===== src/logic/epd_pkg.sv =====
package epd_pkg;

    // Datapath geometry
    localparam int NUM_LANES = 4;
    localparam int STATE_W = 16;
    localparam int Y8_W = 8;
    localparam int GREY_W = 4;
    localparam int FCNT_W = 6;
    localparam int DRIVE_W = 2;

    // Waveform table write port, four 2-bit entries per word
    localparam int LUT_ADDR_W = 12;
    localparam int LUT_DATA_W = 8;
    localparam int LUT_DEPTH = 1 << LUT_ADDR_W;

    // Scan timing
    localparam int VS_DELAY = 8;
    localparam int PIPELINE_DELAY = 4;
    localparam int CNT_W = 11;

    // Frame geometry, vertical in lines, horizontal in clocks of 4 pixels
    typedef struct packed {
        logic [7:0]  vfp;
        logic [7:0]  vsync;
        logic [7:0]  vbp;
        logic [11:0] vact;
        logic [7:0]  hfp;
        logic [7:0]  hsync;
        logic [7:0]  hbp;
        logic [11:0] hact;
    } timing_cfg_t;

    // Framebuffer state word
    typedef struct packed {
        logic [1:0]        spare;
        logic [GREY_W-1:0] src;
        logic [FCNT_W-1:0] fcnt;
        logic [GREY_W-1:0] tgt;
    } pixel_state_t;

    typedef enum logic [1:0] {
        SCAN_IDLE    = 2'd0,
        SCAN_WAITING = 2'd1,
        SCAN_RUNNING = 2'd2
    } scan_state_t;

    // Source driver codes
    typedef enum logic [DRIVE_W-1:0] {
        DRV_HOLD     = 2'b00,
        DRV_BLACK    = 2'b01,
        DRV_WHITE    = 2'b10,
        DRV_HOLD_ALT = 2'b11
    } drive_t;

    typedef struct packed {
        logic [GREY_W-1:0] y4;
        pixel_state_t      state;
    } lane_in_t;

    typedef struct packed {
        drive_t       drive;
        pixel_state_t new_state;
        pixel_state_t old_state;
    } lane_out_t;

endpackage


===== src/logic/pixel_feed.sv =====
`timescale 1ns/1ps

module pixel_feed (
    input  logic                                             clk,
    input  logic                                             rst,
    input  logic                                             ready_window,
    input  logic                                             frame_start,
    input  logic [epd_pkg::Y8_W*epd_pkg::NUM_LANES-1:0]      vin_pixel,
    input  logic                                             vin_valid,
    input  logic [epd_pkg::STATE_W*epd_pkg::NUM_LANES-1:0]   bi_pixel,
    input  logic                                             bi_valid,
    output logic                                             vin_ready,
    output logic                                             bi_ready,
    output epd_pkg::lane_in_t [epd_pkg::NUM_LANES-1:0]       lanes,
    output logic                                             lanes_valid,
    output logic                                             kill
);
    import epd_pkg::*;

    // High in the cycle the FIFO data for last cycle's ready shows up
    logic fetch_d;
    logic underrun;
    lane_in_t [NUM_LANES-1:0] lanes_next;

    assign vin_ready = ready_window;
    assign bi_ready  = ready_window;

    // Both sources readied and neither delivered
    assign underrun = fetch_d && !vin_valid && !bi_valid;

    always_comb begin
        for (int i = 0; i < NUM_LANES; i++) begin
            // Upper nibble of each Y8 byte
            lanes_next[i].y4    = vin_pixel[i*Y8_W + (Y8_W - GREY_W) +: GREY_W];
            lanes_next[i].state = bi_pixel[i*STATE_W +: STATE_W];
        end
    end

    always_ff @(posedge clk) begin
        lanes <= lanes_next;
    end

    // kill flips in the same cycle the failed word reaches the lanes
    always_ff @(posedge clk) begin
        if (rst) begin
            fetch_d     <= 1'b0;
            lanes_valid <= 1'b0;
            kill        <= 1'b0;
        end else begin
            fetch_d     <= ready_window;
            lanes_valid <= fetch_d;
            if (frame_start) begin
                kill <= 1'b0;
            end else if (underrun) begin
                kill <= 1'b1;
            end
        end
    end

endmodule


===== config.mk =====
export PLATFORM = sky130hd
export DESIGN_NAME = pixel_feed
export DESIGN_NICKNAME = d
export VERILOG_FILES = /design/src/logic/epd_pkg.sv /design/src/logic/pixel_feed.sv
export SDC_FILE = /design/constraint.sdc
export NUM_CORES = 1
export LEC_CHECK = 0
export BUFFER_PORTS_ARGS = -buffer_cell sky130_fd_sc_hd__buf_4
export CORE_MARGIN = 3
export CORE_UTILIZATION = 30
export CTS_CLUSTER_DIAMETER = 200
export CTS_CLUSTER_SIZE = 14
export DETAILED_ROUTE_END_ITERATION = 16
export GPL_TIMING_DRIVEN = 0
export PLACE_DENSITY_LB_ADDON = 0.2
export SLEW_MARGIN = 20
export SYNTH_ARGS = -nofsm -noshare
export SYNTH_HDL_FRONTEND = slang
export SYNTH_SLANG_ARGS = --single-unit

===== constraint.sdc =====
create_clock -name clk -period 0.8 [get_ports clk]
set_input_delay 0.04 -clock clk [delete_from_list [all_inputs] [get_ports clk]]
set_output_delay 0.04 -clock clk [all_outputs]
set_load 0.05 [all_outputs]

==> results.json, run 1 <==
{
  "crit_path_top_delay_cell": "dfxtp_2",
  "instances_no_fill": 430,
  "worstSetupEndpointType": "output port",
  "viasPerCell": 4.100,
  "synthMuxAreaShare_pct": 0,
  "htreeDepth": 3,
  "cts_tree": "built",
  "ys_types": 7,
  "area_delta_synth_final_pct": 181.0,
  "setup_slack_ps": -102.5,
  "min_period_ps": 902.5,
  "synth_top_family_by_area": "simple AND/OR/NAND/NOR gates",
  "synth_nets": 192,
  "clk-insertion-delay-late_ps": 330,
  "fp.dieH_um": 81.62,
  "hold_violations": 0,
  "setup_violations": 82,
  "synth_compound_area_share_pct": 0.4376,
  "place_worst_setup_slack_ps": 96.79,
  "place_area_mm2": 0.003073,
  "max_freq_mhz": 1108,
  "skew_ps": 1.973,
  "failed_checks": "setup timing",
  "initial_core_util_pct": 32.35,
  "relSlewSlack_pct": 90.06,
  "cts.sinks": 83,
  "drv_slew": 0,
  "clockRootBuffer": "clkbuf_8",
  "fin_nets": 457,
  "postCtsSetupBuffers": 0,
  "fillers": 177,
  "cp_top_family": "flip-flops",
  "pwr_density_cell_mw_per_mm2": 1995,
  "syn_area_per_cell_um2": 19.06,
  "io_pins": 186,
  "fin_crit_sh_pct": 112.8,
  "row_count": 26,
  "vias": 1763,
  "critPathMaxStageDelay_ps": 370,
  "post_drt_wl_per_cell_um": 19.01,
  "synthAdderAreaFrac_pct": 0,
  "synth-xor-area-share_pct": 0,
  "grt-ovfl-total": 0,
  "antenna_left": 0,
  "first_pass_iters": 5,
  "synth-simple-area-share_pct": 1.823,
  "rsz0062_at_grt": "yes",
  "io_buffers": 169,
  "design_area_mm2": 0.004820,
  "grt_max_degree": 14,
  "outcome": "finished, violations left",
  "antenna_found_initial": 0,
  "ys_seq_area_share_pct": 96.86,
  "die_x_um": 81.62,
  "drive_gt1_share_pct": 75.00,
  "leakage_nw": 2.195,
  "cts.path.max_buffers": 2,
  "antenna_cells": 0,
  "worstPathRequired_ps": 760,
  "crit_chain": "buf_8",
  "ys_ff_latch": 83,
  "tritoncts.num_buffers": 9,
  "core_mm2": 0.005303,
  "clk_pin_slew_ps": 90,
  "grt_usage_pct": 24.49,
  "dieArea_mm2": 0.006661,
  "crit_arrival_ps": 860,
  "seq_area_mm2": 0.001764,
  "syn_inst": 90,
  "synth_area_mm2": 0.001715,
  "tightest_slew_ps": 148.8,
  "critical_path_class": "reg -> out",
  "crit_buf_inv": 1,
  "crit_fanout": 1,
  "min_path_type": "in -> reg",
  "start_kind": "flop",
  "peakVddDrop_mv": 1.814,
  "fin_total_pwr_mw": 9.616,
  "yosysWarnings": 0,
  "grt_pass1_wl_um": 11330,
  "drc": 0,
  "gp_congestion": 0.6994,
  "drt-initial-drc-count": 26,
  "totalWireLength_um": 8173,
  "cap_violations": 0,
  "grt_pass1_vias": 2128,
  "dp_cells": 329,
  "multi_input_area_um2": 38.79
}
## Yosys cell counts, drive strengths merged
cell | number | area [µm²]
buf | 2 | 15.01
dfxtp | 83 | 1662
nor2 | 1 | 3.750
nor2b | 2 | 15.02
nor3b | 1 | 12.51
o21a | 1 | 7.510
## per-stage QoR
step / hold slack, ps / utilization, % / TNS (ps)
after floorplan: 67.72 / - / 0
after global placement: 144.3 / 57.95 / 0
after detailed placement: 145.5 / 57.95 / 0
after CTS: 317.8 / 89.69 / -5758
after global routing: 324.6 / 90.89 / -7737
final: 337.3 / 90.89 / -5157
## where the power goes
part           switching [mW]  internal (mW)  leakage [nW]
combinational            1.07           1.11          1.40
clock                    1.50           1.39        0.0956
sequential              0.158           4.40         0.701
total                    2.72           6.89          2.20
## state kept, by name, indices dropped and copies added, names as in the netlist
signal,count
lanes,80
fetch_d,1
kill,1
lanes_valid,1
## worst paths after layout
| kind | start | cells after the start | slack, ps | to |
|---|---|---|---|---|
| worst max-delay path | lanes[26]$_DFF_P_ | 1 | -100 | lanes[26] |
| worst min-delay path | bi_pixel[56] | 2 | 340 | lanes[68]$_DFF_P_ |
| worst max register to register | fetch_d$_SDFF_PP0_ | 2 | 80 | kill$_SDFFE_PP0P_ |
| worst min register to register | fetch_d$_SDFF_PP0_ | 1 | 490 | lanes_valid$_SDFF_PP0_ |
## layout by cell type, fill, tap and decap left out
master | synthesis | layout
buf_6 | 0 | 3
nor2_1 | 1 | 1
dfxtp_2 | 0 | 82
clkbuf_1 | 0 | 1
dfxtp_1 | 83 | 1
clkinv_4 | 0 | 1
clkinv_2 | 0 | 1
dlygate4sd3_1 | 0 | 85
clkbuf_8 | 0 | 12
nor2b_2 | 1 | 1
o21a_1 | 1 | 1
nor2b_1 | 1 | 1
nor3b_2 | 1 | 1
buf_8 | 0 | 79
buf_4 | 2 | 89
clkinvlp_4 | 0 | 1
## cell families (layout without fill, tap and decap cells)
family / count (synthesis) / after routing
flops: 83 / 83
compound gates: 1 / 1
simple gates: 4 / 4
buf+inv: 2 / 272
## routing by layer
metal  GRT usage (%)  vias to the layer above  part of all wire (%)  routed length (µm)
met4           14.95                        0                   3.8                 314
met2           47.80                      127                    56                4571
li1                -                      807                     -                   -
met1           19.90                      806                    30                2443
met3           9.868                       23                    10                 843
met5               0                        -                     0                   0
## area by class of cell
cell class              instances  area share [%]
plain buffers                   2          0.3115
clock buffers                  13           3.505
clock inverters                 3          0.4413
multi-input cells               5          0.8048
flip-flops and latches         83           36.60
well taps                      70           1.817
repair buffers                254           56.52
## what timing repair did
| item | 4_1_cts | 5_1_grt |
|---|---|---|
| endpoints found under the hold margin | 83 | 0 |
| gates resized for setup | 225 | 17 |
| gates cloned | 0 | 0 |
| hold buffers | 85 | 0 |
| endpoints found under the setup margin | 82 | 82 |
Note: power is estimated with default switching activity, not from simulation.
==> inputs of run 2 (changes only) <==
--- a/config.mk
+++ b/config.mk
@@ -17,3 +17,4 @@
 export SYNTH_ARGS = -nofsm -noshare
 export SYNTH_HDL_FRONTEND = slang
 export SYNTH_SLANG_ARGS = --single-unit
+export TNS_END_PERCENT = 20
==> run 2 against run 1 <==
  * The flow still finishes with violations (setup timing)
  * First-iteration DRC count up 85%
  * Clock-buffer cell count stayed put
  * Critical path depth stayed put
  * Sequential share of layout area about the same
  * Global-route usage up 0.23 points
  * Register-to-register slack got worse by 30 ps
  * Die area unchanged
  * Critical path type unchanged
==> results.json, run 2 (synthesis gave the netlist of run 1 again) <==
{
  "outcome": "finished, violations left",
  "failed_checks": "setup timing",
  "first_pass_iters": 4,
  "regMostFlops": "lanes",
  "peakVddDrop_mv": 1.417,
  "clockRootBuffer": "clkbuf_8",
  "crit_buf_inv": 1,
  "cts.sinks": 83,
  "dp_cells": 329,
  "place_area_mm2": 0.003073,
  "fin_crit_sh_pct": 113.1,
  "clk_pin_slew_ps": 80,
  "cts_tree": "built",
  "reg2reg_to": "kill$_SDFFE_PP0P_",
  "io_buffers": 169,
  "antenna_found_initial": 2,
  "start_kind": "flop",
  "io_pins": 186,
  "fp.dieH_um": 81.62,
  "grt_max_degree": 14,
  "holdWs_ps": 329.7,
  "totalWireLength_um": 7912,
  "r2r_slack_ps": 50,
  "crit_fanout": 1,
  "core_mm2": 0.005303,
  "viasPerCell": 4.000,
  "largest_reg_flops": 80,
  "fillers": 182,
  "skew_ps": 1.602,
  "crit_chain": "buf_8",
  "r2r-start": "fetch_d$_SDFF_PP0_",
  "die_x_um": 81.62,
  "tritoncts.num_buffers": 9,
  "cp_top_family": "flip-flops",
  "area_delta_synth_final_pct": 181.3,
  "relSlewSlack_pct": 89.82,
  "fin_util_pct": 90.99,
  "hold_end": "lanes[8]$_DFF_P_",
  "max_freq_mhz": 1105,
  "antenna_left": 0,
  "crit_path_top_delay_cell": "dfxtp_2",
  "htreeDepth": 3,
  "initial_core_util_pct": 32.35,
  "worstPathRequired_ps": 760,
  "drive_gt1_share_pct": 75.00,
  "drc": 0,
  "grt_usage_pct": 24.72,
  "hp-start": "bi_pixel[8]",
  "row_count": 26,
  "rsz0062_at_grt": "yes",
  "critical_path_class": "reg -> out",
  "reg2reg_depth": 2,
  "cts.path.max_buffers": 2,
  "post_drt_wl_per_cell_um": 18.31,
  "drv_slew": 0,
  "crit_arrival_ps": 860,
  "hold_violations": 0,
  "final_cell_mix": "buf_4 (89), dlygate4sd3_1 (85), dfxtp_2 (82)",
  "critPathMaxStageDelay_ps": 370,
  "layout_commonest_cell": "buf_4",
  "setup_violations": 82,
  "instances_no_fill": 432,
  "leakage_nw": 2.195,
  "dieArea_mm2": 0.006661,
  "clk-insertion-delay-late_ps": 330,
  "drt-initial-drc-count": 48,
  "grt-ovfl-total": 0,
  "design_area_mm2": 0.004825,
  "path_depth": 1,
  "min_path_type": "in -> reg",
  "min_period_ps": 905.0,
  "grt_pass1_vias": 2085,
  "tightest_slew_ps": 152.0,
  "vias": 1728,
  "setup_slack_ps": -105.0,
  "grt_pass1_wl_um": 11340,
  "pwr_density_cell_mw_per_mm2": 1983,
  "min_path_cells": 2,
  "fin_nets": 457,
  "cap_violations": 0,
  "place_worst_setup_slack_ps": 96.79,
  "gp_congestion": 0.6994,
  "worstSetupEndpointType": "output port"
}
==> run 2: cell count changes in the layout (fill, tap and decap cells not counted), sizes merged <==
cell	previous run	this run
diode	0	2
==> run 2: worst max path at each step <==
stage / to / slack, ps / start
3_3_place_gp: kill$_SDFFE_PP0P_ / 100 / fetch_d$_SDFF_PP0_
5_1_grt: lanes[16] / -130 / lanes[16]$_DFF_P_
2_1_floorplan: kill$_SDFFE_PP0P_ / 100 / kill$_SDFFE_PP0P_
4_1_cts: kill / -90 / kill$_SDFFE_PP0P_
3_5_place_dp: kill$_SDFFE_PP0P_ / 100 / fetch_d$_SDFF_PP0_
6_report: lanes[16] / -100 / lanes[16]$_DFF_P_
==> run 2: per-layer routing <==
metal  global-route usage (%)  vias to the layer above  wire length, µm
met4                    13.46                        0              173
met2                    48.94                      117             4532
met1                    20.32                      792             2300
li1                         -                      805                -
met3                    9.759                       14              905
met5                        0                        -                0
==> run 2: layout make-up <==
| class | count | area [µm²] | share of cell area (%) |
|---|---|---|---|
| diodes | 2 | 5.005 | 0.1037 |
| multi-input cells | 5 | 38.79 | 0.8039 |
| repair buffers | 254 | 2724 | 56.46 |
| flip-flops and latches | 83 | 1764 | 36.57 |
| clock inverters | 3 | 21.27 | 0.4409 |
| clock buffers | 13 | 168.9 | 3.501 |
| well taps | 70 | 87.58 | 1.815 |
| plain buffers | 2 | 15.01 | 0.3112 |
==> run 2: repair_timing <==
action / 4_1_cts / 5_1_grt
buffers inserted: 0 / 0
gates resized for setup: 226 / 16
endpoints found under the hold margin: 83 / 0
cloned: 0 / 0
endpoints found under the setup margin: 82 / 82
hold buffers: 85 / 0
==> run 2: where the power goes <==
group	switching [mW]	internal, mW	leakage [nW]
registers	0.153	4.40	0.701
clock network	1.47	1.39	0.0956
logic	1.06	1.11	1.40
total	2.68	6.89	2.20
==> run 2: worst register-to-register path, stage by stage (launching register included) <==
cell     delay (ps)
dfxtp_1         320
nor3b_2         150
o21a_1          170
==> run 2: through the flow <==
step	TNS, ps	power, mW
2_1_floorplan	0	5.309
3_3_place_gp	0	5.967
3_5_place_dp	0	5.987
4_1_cts	-5758	9.458
5_1_grt	-8000	9.886
6_report	-5296	9.568
