[src/logic/epd_pkg.sv]
package epd_pkg;

    // Datapath geometry
    localparam int NUM_LANES = 4;
    localparam int STATE_W = 16;
    localparam int Y8_W = 8;
    localparam int GREY_W = 4;
    localparam int FCNT_W = 6;
    localparam int DRIVE_W = 2;

    // Waveform table write port, four 2-bit entries per word
    localparam int LUT_ADDR_W = 12;
    localparam int LUT_DATA_W = 8;
    localparam int LUT_DEPTH = 1 << LUT_ADDR_W;

    // Scan timing
    localparam int VS_DELAY = 8;
    localparam int PIPELINE_DELAY = 4;
    localparam int CNT_W = 11;

    // Frame geometry, vertical in lines, horizontal in clocks of 4 pixels
    typedef struct packed {
        logic [7:0]  vfp;
        logic [7:0]  vsync;
        logic [7:0]  vbp;
        logic [11:0] vact;
        logic [7:0]  hfp;
        logic [7:0]  hsync;
        logic [7:0]  hbp;
        logic [11:0] hact;
    } timing_cfg_t;

    // Framebuffer state word
    typedef struct packed {
        logic [1:0]        spare;
        logic [GREY_W-1:0] src;
        logic [FCNT_W-1:0] fcnt;
        logic [GREY_W-1:0] tgt;
    } pixel_state_t;

    typedef enum logic [1:0] {
        SCAN_IDLE    = 2'd0,
        SCAN_WAITING = 2'd1,
        SCAN_RUNNING = 2'd2
    } scan_state_t;

    // Source driver codes
    typedef enum logic [DRIVE_W-1:0] {
        DRV_HOLD     = 2'b00,
        DRV_BLACK    = 2'b01,
        DRV_WHITE    = 2'b10,
        DRV_HOLD_ALT = 2'b11
    } drive_t;

    typedef struct packed {
        logic [GREY_W-1:0] y4;
        pixel_state_t      state;
    } lane_in_t;

    typedef struct packed {
        drive_t       drive;
        pixel_state_t new_state;
        pixel_state_t old_state;
    } lane_out_t;

endpackage

[src/logic/scan_timing.sv]
`timescale 1ns/1ps

module scan_timing (
    input  logic                clk,
    input  logic                rst,
    input  logic                sys_ready,
    input  logic                global_en,
    input  logic                vin_vsync,
    input  epd_pkg::timing_cfg_t cfg,
    output logic                ready_window,
    output logic                frame_start,
    output logic                in_active,
    output logic                epd_gdclk,
    output logic                epd_gdsp,
    output logic                epd_sdle,
    output logic                b_trigger
);
    import epd_pkg::*;

    scan_state_t state;
    logic [CNT_W-1:0] h_cnt;
    logic [CNT_W-1:0] v_cnt;

    // Region boundaries derived from the configuration
    logic [CNT_W-1:0] v_sync_start;
    logic [CNT_W-1:0] v_bp_start;
    logic [CNT_W-1:0] v_act_start;
    logic [CNT_W-1:0] v_total;
    logic [CNT_W-1:0] h_sync_start;
    logic [CNT_W-1:0] h_bp_start;
    logic [CNT_W-1:0] h_act_start;
    logic [CNT_W-1:0] h_total;

    logic running;
    logic wait_done;
    logic line_end;
    logic last_line;
    logic in_vsync;
    logic in_vact;
    logic in_hsync;
    logic in_hbp;
    logic in_hact;
    logic early_hact;
    logic gdclk_pre;

    always_comb begin
        v_sync_start = CNT_W'(cfg.vfp);
        v_bp_start   = v_sync_start + CNT_W'(cfg.vsync);
        v_act_start  = v_bp_start + CNT_W'(cfg.vbp);
        v_total      = v_act_start + CNT_W'(cfg.vact);
        h_sync_start = CNT_W'(cfg.hfp);
        h_bp_start   = h_sync_start + CNT_W'(cfg.hsync);
        h_act_start  = h_bp_start + CNT_W'(cfg.hbp);
        h_total      = h_act_start + CNT_W'(cfg.hact);
    end

    assign running   = (state == SCAN_RUNNING);
    assign wait_done = (state == SCAN_WAITING) && (h_cnt == CNT_W'(VS_DELAY));
    assign line_end  = (h_cnt == h_total - 1'b1);
    assign last_line = (v_cnt == v_total - 1'b1);

    always_ff @(posedge clk) begin
        if (rst) begin
            state <= SCAN_IDLE;
            h_cnt <= '0;
            v_cnt <= '0;
        end else begin
            case (state)
                SCAN_IDLE: begin
                    h_cnt <= '0;
                    v_cnt <= '0;
                    if (sys_ready && global_en && vin_vsync) begin
                        state <= SCAN_WAITING;
                    end
                end
                SCAN_WAITING: begin
                    // h_cnt doubles as the post-sync delay counter
                    if (wait_done) begin
                        state <= SCAN_RUNNING;
                        h_cnt <= '0;
                    end else begin
                        h_cnt <= h_cnt + 1'b1;
                    end
                end
                SCAN_RUNNING: begin
                    if (line_end) begin
                        h_cnt <= '0;
                        if (last_line) begin
                            state <= SCAN_IDLE;
                            v_cnt <= '0;
                        end else begin
                            v_cnt <= v_cnt + 1'b1;
                        end
                    end else begin
                        h_cnt <= h_cnt + 1'b1;
                    end
                end
                default: state <= SCAN_IDLE;
            endcase
        end
    end

    // Region decode, only meaningful while the frame runs
    assign in_vsync = running && (v_cnt >= v_sync_start) && (v_cnt < v_bp_start);
    assign in_vact  = running && (v_cnt >= v_act_start);
    assign in_hsync = running && (h_cnt >= h_sync_start) && (h_cnt < h_bp_start);
    assign in_hbp   = running && (h_cnt >= h_bp_start) && (h_cnt < h_act_start);
    assign in_hact  = running && (h_cnt >= h_act_start);

    // Same window as hact, opened early to cover the pixel pipeline
    assign early_hact = running
        && (h_cnt >= h_act_start - CNT_W'(PIPELINE_DELAY))
        && (h_cnt < h_total - CNT_W'(PIPELINE_DELAY));

    assign in_active    = in_vact && in_hact;
    assign ready_window = in_vact && early_hact;
    assign frame_start  = wait_done;
    assign b_trigger    = (state == SCAN_WAITING);

    // Gate driver clock, one cycle behind the scan position
    assign gdclk_pre = in_hsync || in_hbp || in_hact;

    always_ff @(posedge clk) begin
        if (rst) begin
            epd_gdclk <= 1'b0;
        end else begin
            epd_gdclk <= gdclk_pre;
        end
    end

    assign epd_gdsp = ~in_vsync;
    assign epd_sdle = in_hsync;

endmodule

[config.mk]
export PLATFORM = sky130hd
export DESIGN_NAME = scan_timing
export DESIGN_NICKNAME = d
export VERILOG_FILES = /design/src/logic/epd_pkg.sv /design/src/logic/scan_timing.sv
export SDC_FILE = /design/constraint.sdc
export NUM_CORES = 1
export LEC_CHECK = 0
export ABC_AREA = 1
export BUFFER_PORTS_ARGS = -buffer_cell sky130_fd_sc_hd__buf_4
export CAP_MARGIN = 20
export CORE_ASPECT_RATIO = 0.9
export CORE_MARGIN = 4
export CORE_UTILIZATION = 35
export DETAILED_ROUTE_END_ITERATION = 10
export PLACE_DENSITY = 0.62
export REMOVE_ABC_BUFFERS = 1
export SETUP_SLACK_MARGIN = 0.02
export SLEW_MARGIN = 40
export SYNTH_ARGS = -nofsm -noshare
export SYNTH_HDL_FRONTEND = slang
export SYNTH_SLANG_ARGS = --single-unit
[constraint.sdc]
create_clock -name clk -period 15.2 [get_ports clk]
set_clock_uncertainty 0.1 [all_clocks]
set_input_delay 2.28 -clock clk [delete_from_list [all_inputs] [get_ports clk]]
set_output_delay 2.28 -clock clk [all_outputs]
set_load 0.03 [all_outputs]
==> flow_summary.yaml, run 1 <==
place:
  io_buffers: 81
  dp_hpwl_um: 15290
  gpl.final_weighted_congestion: 0.8785
synthesis:
  seq_area_frac_synth_pct: 7.424
  syn_area_um2: 6741
  synthCells: 1057
  yosys_register_bits: 25
  syn_avg_cell_area_um2: 6.378
  synth_cell_type_count: 45
  yosysTopAreaCellShare_pct: 27.10
  yosysTopAreaCell: "ha_1"
  ys.warnings.count: 0
  yosys-top-cells-area: "ha_1 (27%), nand2_1 (12%), inv_1 (11%)"
grt:
  use_met3_pct: 1.397
  grt-ovfl-total: 0
  grt_pass1_wl_um: 30100
  met2_usage_pct: 26.26
  antenna_found_initial: 0
  grt_busiest_layer: "met2"
  grt_pass1_vias: 6406
  grt_util_met1_pct: 24.63
  grt_start_max_net_pins: 22
  grtUsageTotal_pct: 16.34
min_path:
  holdCritPathClass: "flop to flop"
  min_from: "h_cnt[0]"
  hold_path_depth: 2
  min_to: "h_cnt[0]"
power_and_ir_drop:
  p_leak_nw: 4.123
  ir_drop_uv: 58.02
  powerDensity_nw_per_um2: 119.2
cts:
  numCtsBuffers: 3
  clkLatencyLatePin_ns: 0.26
  clockBufferDepth: 2
  h-tree-depth: 1
  clk_pin_slew_ns: 0.07
  clock-root-buffer: "clkbuf_16"
  ctsHoldBuffers: 0
  post_cts_buffers: 0
  clock_sinks: 25
  ctsResizeCount: 0
  cts_tree: "done"
timing:
  rsz0062_at_grt: "no"
  slew_viol_final: 0
  hold_viol: 0
  fin_crit_ns: 10.27
  slew_headroom_pct: 47.23
  period_share_pct: 67.57
  fmaxAchievable_mhz: 97.37
  setup_violations: 0
  finalSetupTns_ns: 0
  worst_pin_slew_ns: 0.7916
cells_and_area:
  fin_nets: 1360
  multi_input_area_um2: 5463
  final_common_cell: "nand2_1"
  syn2layout_area_growth_pct: 13.88
  diodes: 0
  drive_gt1_share_pct: 10.71
  layout_common_cells: "nand2_1 (207), inv_1 (192), ha_1 (146)"
  fin_util_pct: 41.18
  ff_latch_area_um2: 500.5
  fillCellCount: 1971
setup_path:
  crit_path_start_kind: "primary input"
  crit_path_top_delay_cell: "fa_1"
  worstPathArrival_ns: 7.89
  r2r_cells: 10
  r2r-end: "h_cnt[10]"
  cp-end-kind: "output port"
  r2r-start: "h_cnt[2]"
  reg2reg_slack_ns: 12.62
  slowest_delay_ns: 0.40
  crit_fanout: 5
  critPathKind: "primary input to output port"
  crit_required_ns: 12.82
floorplan:
  core_area_um2: 18640
  die_area_um2: 21550
  die_y_um: 139.7
  die_w_um: 154.3
  io_pins: 84
  rows: 47
  initial_core_util_pct: 36.16
outcome:
  outcome: "finished, final reports clean"
detailed_routing:
  routedWlPerCell_um: 13.06
  antenna_left: 0
  drt_wl_total_um: 17950
  vias: 6803
  avgViaCountPerCell: 4.948
  drc: 0
  drtPass1Iterations: 5
  drtIter0Drc: 416
flow_run:
  cap_violations: 0
## registers in the layout, indices dropped and copies added, names as in the netlist
register,cells
epd_gdclk,1
h_cnt,11
state,2
v_cnt,11
## where the power goes
group | total, mW | leakage [nW] | internal (mW) | switching [mW]
Sequential | 0.0764 | 0.202 | 0.0694 | 0.00700
Clock | 0.0594 | 0.0382 | 0.0359 | 0.0235
Combinational | 0.780 | 3.88 | 0.282 | 0.497
Total | 0.915 | 4.12 | 0.388 | 0.528
## cells in the mapped netlist (all sizes together)
| cell | instances |
|---|---|
| a31oi | 3 |
| o21a | 4 |
| a21oi | 95 |
| nand3 | 100 |
| dfxtp | 25 |
| clkbuf | 7 |
| ha | 146 |
| nand2 | 224 |
| o211ai | 2 |
| nand4 | 27 |
| a21o | 3 |
| or3b | 1 |
| nor3b | 1 |
| or2 | 4 |
| o31ai | 1 |
| nor2 | 75 |
| a2111o | 1 |
| nand3b | 6 |
| o21ai | 33 |
| xnor2 | 19 |
| xor2 | 41 |
| a211oi | 2 |
| a31o | 1 |
| fa | 6 |
| nor4 | 3 |
| o22ai | 1 |
| buf | 5 |
| nor3 | 15 |
| a2111oi | 1 |
| inv | 192 |
| o2111ai | 2 |
| or3 | 1 |
| o21bai | 9 |
| o41ai | 1 |
## worst max-delay path, delay by kind of cell
family / cells / cell delay (ns)
compound gates: 9 / 1.71
xor+xnor: 3 / 0.81
fa+ha+maj: 5 / 1.53
buf+inv: 6 / 0.61
simple gates: 8 / 0.92
## layout make-up
cell class / count / area share, %
inverters: 192 / 9.387
multi-input cells: 828 / 71.15
clock buffers: 4 / 1.027
repair buffers: 81 / 7.920
well taps: 245 / 3.993
flip-flops and latches: 25 / 6.519
## per-layer routing
metal | share of wire (%) | routed length [um]
met5 | 0 | 0
met4 | 0.42 | 75
met3 | 5.0 | 899
met2 | 43 | 7651
met1 | 52 | 9327
## worst max-delay path by stage
stage                     slack, ns            to  startpoint  cells past startpoint
after floorplan                5.82  ready_window     cfg[20]                     29
after global placement         4.99  ready_window     cfg[28]                     31
after detailed placement       4.95  ready_window     cfg[28]                     32
after CTS                      4.94  ready_window     cfg[28]                     31
after global routing           4.38  ready_window     cfg[28]                     31
final                          4.93  ready_window     cfg[28]                     31
## kinds of logic after synthesis
family | synth area share (%)
adder cells (fa/ha/maj) | 28.88
AND/OR/NAND/NOR | 31.27
flip-flops | 7.424
AO/OA/AOI/OAI | 13.08
buffers and inverters | 11.54
XOR/XNOR | 7.795
## metrics by stage
stage / setup slack, ns / instances / instance area [um2] / power (mW) / hold WS (ns)
after CTS: 4.942 / 1375 / 7677 / 0.9175 / 0.4001
after floorplan: 5.815 / 1045 / 6684 / 0.6857 / 0.3606
after global placement: 4.989 / 1371 / 7599 / 0.8430 / 0.3874
after global routing: 4.381 / 1375 / 7677 / 1.046 / 0.4391
after detailed placement: 4.947 / 1371 / 7599 / 0.8530 / 0.3904
final: 4.929 / 1375 / 7677 / 0.9154 / 0.3940
Note: power is estimated with default switching activity, not from simulation.
==> inputs of run 2 (changes only) <==
--- a/config.mk
+++ b/config.mk
@@ -5,7 +5,7 @@
 export SDC_FILE = /design/constraint.sdc
 export NUM_CORES = 1
 export LEC_CHECK = 0
-export ABC_AREA = 1
+export ABC_AREA = 0
 export BUFFER_PORTS_ARGS = -buffer_cell sky130_fd_sc_hd__buf_4
 export CAP_MARGIN = 20
 export CORE_ASPECT_RATIO = 0.9
==> constraint.sdc (replaced) <==
create_clock -name clk -period 9.7 [get_ports clk]
set_clock_uncertainty 0.1 [all_clocks]
set_input_delay 1.455 -clock clk [delete_from_list [all_inputs] [get_ports clk]]
set_output_delay 1.455 -clock clk [all_outputs]
set_load 0.03 [all_outputs]
==> flow_summary.yaml, run 2 <==
floorplan:
  initial_core_util_pct: 36.00
  io_pins: 84
  rows: 45
  die_y_um: 133.7
  core_area_um2: 17060
  die_area_um2: 19730
  die_w_um: 147.6
cts:
  clock-root-buffer: "clkbuf_16"
  clkLatencyLatePin_ns: 0.26
  clk_pin_slew_ns: 0.07
  numCtsBuffers: 3
  ctsHoldBuffers: 0
  clockBufferDepth: 2
  ctsResizeCount: 0
  post_cts_buffers: 0
  clock_sinks: 25
  h-tree-depth: 1
  cts_tree: "done"
synthesis:
  yosysTopAreaCellShare_pct: 29.75
  syn_area_um2: 6141
  synth.most_common_cell: "ha_1"
  synthCells: 772
  synth_cell_type_count: 60
  synth_edf_count: 0
  yosys-top-cells-area: "ha_1 (30%), dfxtp_1 (8.1%), xnor2_1 (7.1%)"
  synth_ff_type: "dfxtp_1"
  ys.warnings.count: 0
  async_flop_share_pct: 0
  seq_area_frac_synth_pct: 8.150
  yosys_register_bits: 25
  synthTopCellsByCount: "ha_1 (146), inv_1 (110), xnor2_1 (50)"
  yosysTopAreaCell: "ha_1"
  syn_avg_cell_area_um2: 7.955
place:
  gpl.final_weighted_congestion: 0.8370
  placedCellCount: 1079
  dp_hpwl_um: 12750
  pre_cts_ws_ns: 0.9624
  io_buffers: 81
setup_path:
  crit_path_top_delay_cell: "a311oi_2"
  critPathKind: "primary input to output port"
  crit_path_start_kind: "primary input"
  crit_required_ns: 8.15
  crit_fanout: 7
  worstPathArrival_ns: 7.17
  slowest_delay_ns: 0.48
  cp-end-kind: "output port"
  crit_top_cell: "a21oi_1"
cells_and_area:
  final_common_cell: "ha_1"
  ff_latch_area_um2: 500.5
  final_cells: 1083
  fin_util_pct: 41.59
  syn2layout_area_growth_pct: 15.55
  multi_input_area_um2: 5189
  layout_common_cells: "ha_1 (146), inv_1 (110), buf_4 (82)"
  drive_gt1_share_pct: 11.32
  largestRegisters: "h_cnt: 11 flops, v_cnt: 11 flops, state: 2 flops"
  diodes: 0
  fin_nets: 1078
  fillCellCount: 1782
timing:
  slew_headroom_pct: 58.88
  whs_ns: 0.3957
  fmaxAchievable_mhz: 114.7
  finalSetupTns_ns: 0
  final.setup.worst_slack_ns: 0.9779
  worst_pin_slew_ns: 0.6124
  period_share_pct: 89.92
  slew_viol_final: 0
  fin_crit_ns: 8.722
  hold_viol: 0
  rsz0062_at_grt: "no"
  setup_violations: 0
detailed_routing:
  drtPass1Iterations: 4
  avgViaCountPerCell: 5.022
  routedWlPerCell_um: 13.68
  vias: 5439
  drt_wl_total_um: 14810
  drtIter0Drc: 228
  drc: 0
  antenna_left: 0
power_and_ir_drop:
  powerDensity_nw_per_um2: 180.5
  ir_drop_uv: 78.11
  p_leak_nw: 3.555
grt:
  grt_start_max_net_pins: 19
  grt_pass1_wl_um: 24920
  grtUsageTotal_pct: 14.89
  antenna_found_initial: 0
  grt-ovfl-total: 0
  grt_pass1_vias: 5301
min_path:
  holdCritPathClass: "flop to flop"
outcome:
  outcome: "finished, final reports clean"
flow_run:
  cap_violations: 0
run 2: changes by cell type after synthesis, sizes merged, moves of 12 or more:
cell,delta
nor2,-46
nand2,-182
a21o,+24
nand3,-79
xor2,-20
nor2b,+12
o21a,+24
inv,-82
a21oi,-55
nor3,+14
nand2b,+13
xnor2,+31
nand4,-15
run 2: logic make-up after synthesis:
family / Yosys count / share of synthesized area [%]
buffers and inverters: 120 / 7.355
multiplexers: 9 / 1.467
AND/OR/NAND/NOR: 203 / 17.58
AO/OA/AOI/OAI: 186 / 21.41
XOR/XNOR: 77 / 12.33
adder cells (fa/ha/maj): 152 / 31.70
flip-flops: 25 / 8.150
run 2: per-layer routing:
metal / global-route usage (%) / share of wire [%] / vias to the layer above
met5: 0 / 0 / -
li1: - / - / 2904
met1: 22.49 / 53 / 2462
met2: 23.52 / 42 / 66
met4: 1.863 / 0.61 / 0
met3: 1.361 / 3.7 / 7
run 2: where the power goes:
group          total, mW  switching, mW  leakage (nW)  internal, mW
Clock             0.0976         0.0405        0.0415        0.0571
Sequential         0.104       0.000832         0.201         0.103
Combinational       1.08          0.591          3.31         0.489
Total               1.28          0.632          3.55         0.649
run 2: worst paths after layout:
path | start | slack (ns) | to | cells after the start
worst max register to register | h_cnt[2] | 6.33 | v_cnt[5] | 8
worst max-delay path | cfg[28] | 0.98 | ready_window | 26
worst min-delay path | h_cnt[0] | 0.40 | h_cnt[0] | 2
worst min register to register | h_cnt[0] | 0.40 | h_cnt[0] | 2
run 2: area by class of cell:
class	instances	area share (%)
multi-input combinational	627	73.13
timing repair buffer	82	8.676
sequential	25	7.053
inverter	110	5.819
tap	235	4.144
clock buffer	3	1.058
clock inverter	1	0.1234
run 2: critical path, delay by kind of cell:
| kind | cells | cell delay [ns] |
|---|---|---|
| compound gates | 11 | 2.23 |
| fa+ha+maj | 5 | 1.52 |
| xor+xnor | 3 | 0.88 |
| buf+inv | 5 | 0.58 |
| simple gates | 2 | 0.50 |
run 2: per-stage QoR:
| step | instance area, um2 | power, mW |
|---|---|---|
| after CTS | 7096 | 1.287 |
| after floorplan | 6102 | 0.9677 |
| after global routing | 7096 | 1.431 |
| after detailed placement | 7012 | 1.183 |
| after global placement | 7012 | 1.167 |
| final | 7096 | 1.281 |
==> inputs of run 3 (changes only) <==
--- a/config.mk
+++ b/config.mk
@@ -8,7 +8,7 @@
 export ABC_AREA = 0
 export BUFFER_PORTS_ARGS = -buffer_cell sky130_fd_sc_hd__buf_4
 export CAP_MARGIN = 20
-export CORE_ASPECT_RATIO = 0.9
+export CORE_ASPECT_RATIO = 1.2
 export CORE_MARGIN = 4
 export CORE_UTILIZATION = 35
 export DETAILED_ROUTE_END_ITERATION = 10
==> flow_summary.yaml, run 3 (same netlist as run 2, synthesis figures left out) <==
outcome:
  outcome: "finished, final reports clean"
power_and_ir_drop:
  powerDensity_nw_per_um2: 180.1
  ir_drop_uv: 94.52
  p_leak_nw: 3.550
setup_path:
  r2r_cells: 8
  critPathKind: "primary input to output port"
  crit_path_top_delay_cell: "a21oi_1"
  slowest_delay_ns: 0.46
  crit_fanout: 7
  cp-end-kind: "output port"
  reg2reg_slack_ns: 6.38
  crit_required_ns: 8.15
  r2r-end: "v_cnt[5]"
  worstPathArrival_ns: 7.12
  crit_top_cell: "a21oi_1"
  crit_buf_inv: 5
  crit_path_start_kind: "primary input"
  crit_family: "compound AO/OA/AOI/OAI gates"
  r2r-start: "h_cnt[2]"
min_path:
  min_from: "h_cnt[0]"
  hold_path_depth: 2
  min_to: "h_cnt[0]"
  holdCritPathClass: "flop to flop"
detailed_routing:
  drtIter0Drc: 169
  drc: 0
  antenna_left: 0
  vias: 5483
  drtPass1Iterations: 4
  avgViaCountPerCell: 5.153
  routedWlPerCell_um: 13.82
  drt_wl_total_um: 14710
cts:
  clkLatencyLatePin_ns: 0.26
  h-tree-depth: 1
  ctsResizeCount: 0
  post_cts_buffers: 0
  numCtsBuffers: 3
  ctsHoldBuffers: 0
  clk_pin_slew_ns: 0.07
  clock-root-buffer: "clkbuf_16"
  cts_tree: "done"
  clockBufferDepth: 2
  clock_sinks: 25
grt:
  antenna_found_initial: 0
  grt_start_max_net_pins: 19
  grt-ovfl-total: 0
  grt_pass1_wl_um: 24890
  grtUsageTotal_pct: 14.85
  grt_pass1_vias: 5267
timing:
  finalSetupTns_ns: 0
  final.setup.worst_slack_ns: 1.027
  hold_viol: 0
  rsz0062_at_grt: "no"
  slew_headroom_pct: 57.35
  slew_viol_final: 0
  worst_pin_slew_ns: 0.6331
  fin_crit_ns: 8.673
  period_share_pct: 89.41
  setup_violations: 0
  fmaxAchievable_mhz: 115.3
cells_and_area:
  fillCellCount: 1800
  final_common_cell: "ha_1"
  drive_gt1_share_pct: 11.32
  fin_util_pct: 41.48
  layout_common_cells: "ha_1 (146), inv_1 (110), buf_4 (82)"
  fin_nets: 1078
  diodes: 0
  largestRegisters: "h_cnt: 11 flops, v_cnt: 11 flops, state: 2 flops"
  syn2layout_area_growth_pct: 15.14
floorplan:
  core_area_um2: 17050
  rows: 52
  io_pins: 84
  die_y_um: 153.1
  die_w_um: 128.9
  die_area_um2: 19740
  initial_core_util_pct: 36.02
place:
  pre_cts_ws_ns: 1.103
  io_buffers: 81
  dp_hpwl_um: 12610
  gpl.final_weighted_congestion: 0.8811
flow_run:
  cap_violations: 0
[run 3: changes by cell type in the layout (fill, tap and decap cells not counted), sizes merged]
cell and delta:
clkinvlp +1, inv -1
[run 3: report_power, final]
part	leakage (nW)	internal [mW]	switching (mW)	total, mW
clock network	0.0371	0.0561	0.0397	0.0957
logic	3.31	0.488	0.585	1.07
registers	0.201	0.103	0.000916	0.104
[run 3: how the worst max path moves through the flow]
stage                    to  slack [ns]  depth (start not counted)  startpoint
2_1_floorplan  ready_window        1.59                         24     cfg[20]
3_3_place_gp   ready_window        1.16                         26     cfg[28]
3_5_place_dp   ready_window        1.10                         26     cfg[28]
4_1_cts        ready_window        1.08                         26     cfg[28]
5_1_grt        ready_window        0.60                         26     cfg[28]
6_report       ready_window        1.03                         26     cfg[28]
[run 3: per-stage QoR]
stage               instances  cell area, um2  total power, mW  hold slack, ns
global route             1064            7071            1.422          0.4419
detailed placement       1060            6988            1.177          0.3990
global placement         1060            6988            1.165          0.3933
finish                   1064            7071            1.273          0.3976
floorplan                 762            6102           0.9677          0.3606
CTS                      1064            7071            1.279          0.4068
[run 3: cell type report]
class                      instances  area (um2)  area share, %
multi-input combinational        627        5189          73.39
timing repair buffer              82       615.6          8.706
sequential                        25       500.5          7.078
inverter                         110       412.9          5.840
tap                              216       270.3          3.822
clock buffer                       3       75.07          1.062
clock inverter                     1       7.507         0.1062
[run 3: worst min-delay path: stages, from the launching register on]
cell and delay (ns):
dfxtp_1 0.34, nand2_1 0.06, a21oi_1 0.05
[run 3: per-layer routing]
metal	wire length [um]	global-route usage, %	share of wire (%)	vias to the layer above
met3	692	2.234	4.7	8
met2	7134	26.58	49	93
met5	0	0	0	-
met4	113	1.101	0.77	0
met1	6766	19.51	46	2479
li1	-	-	-	2903
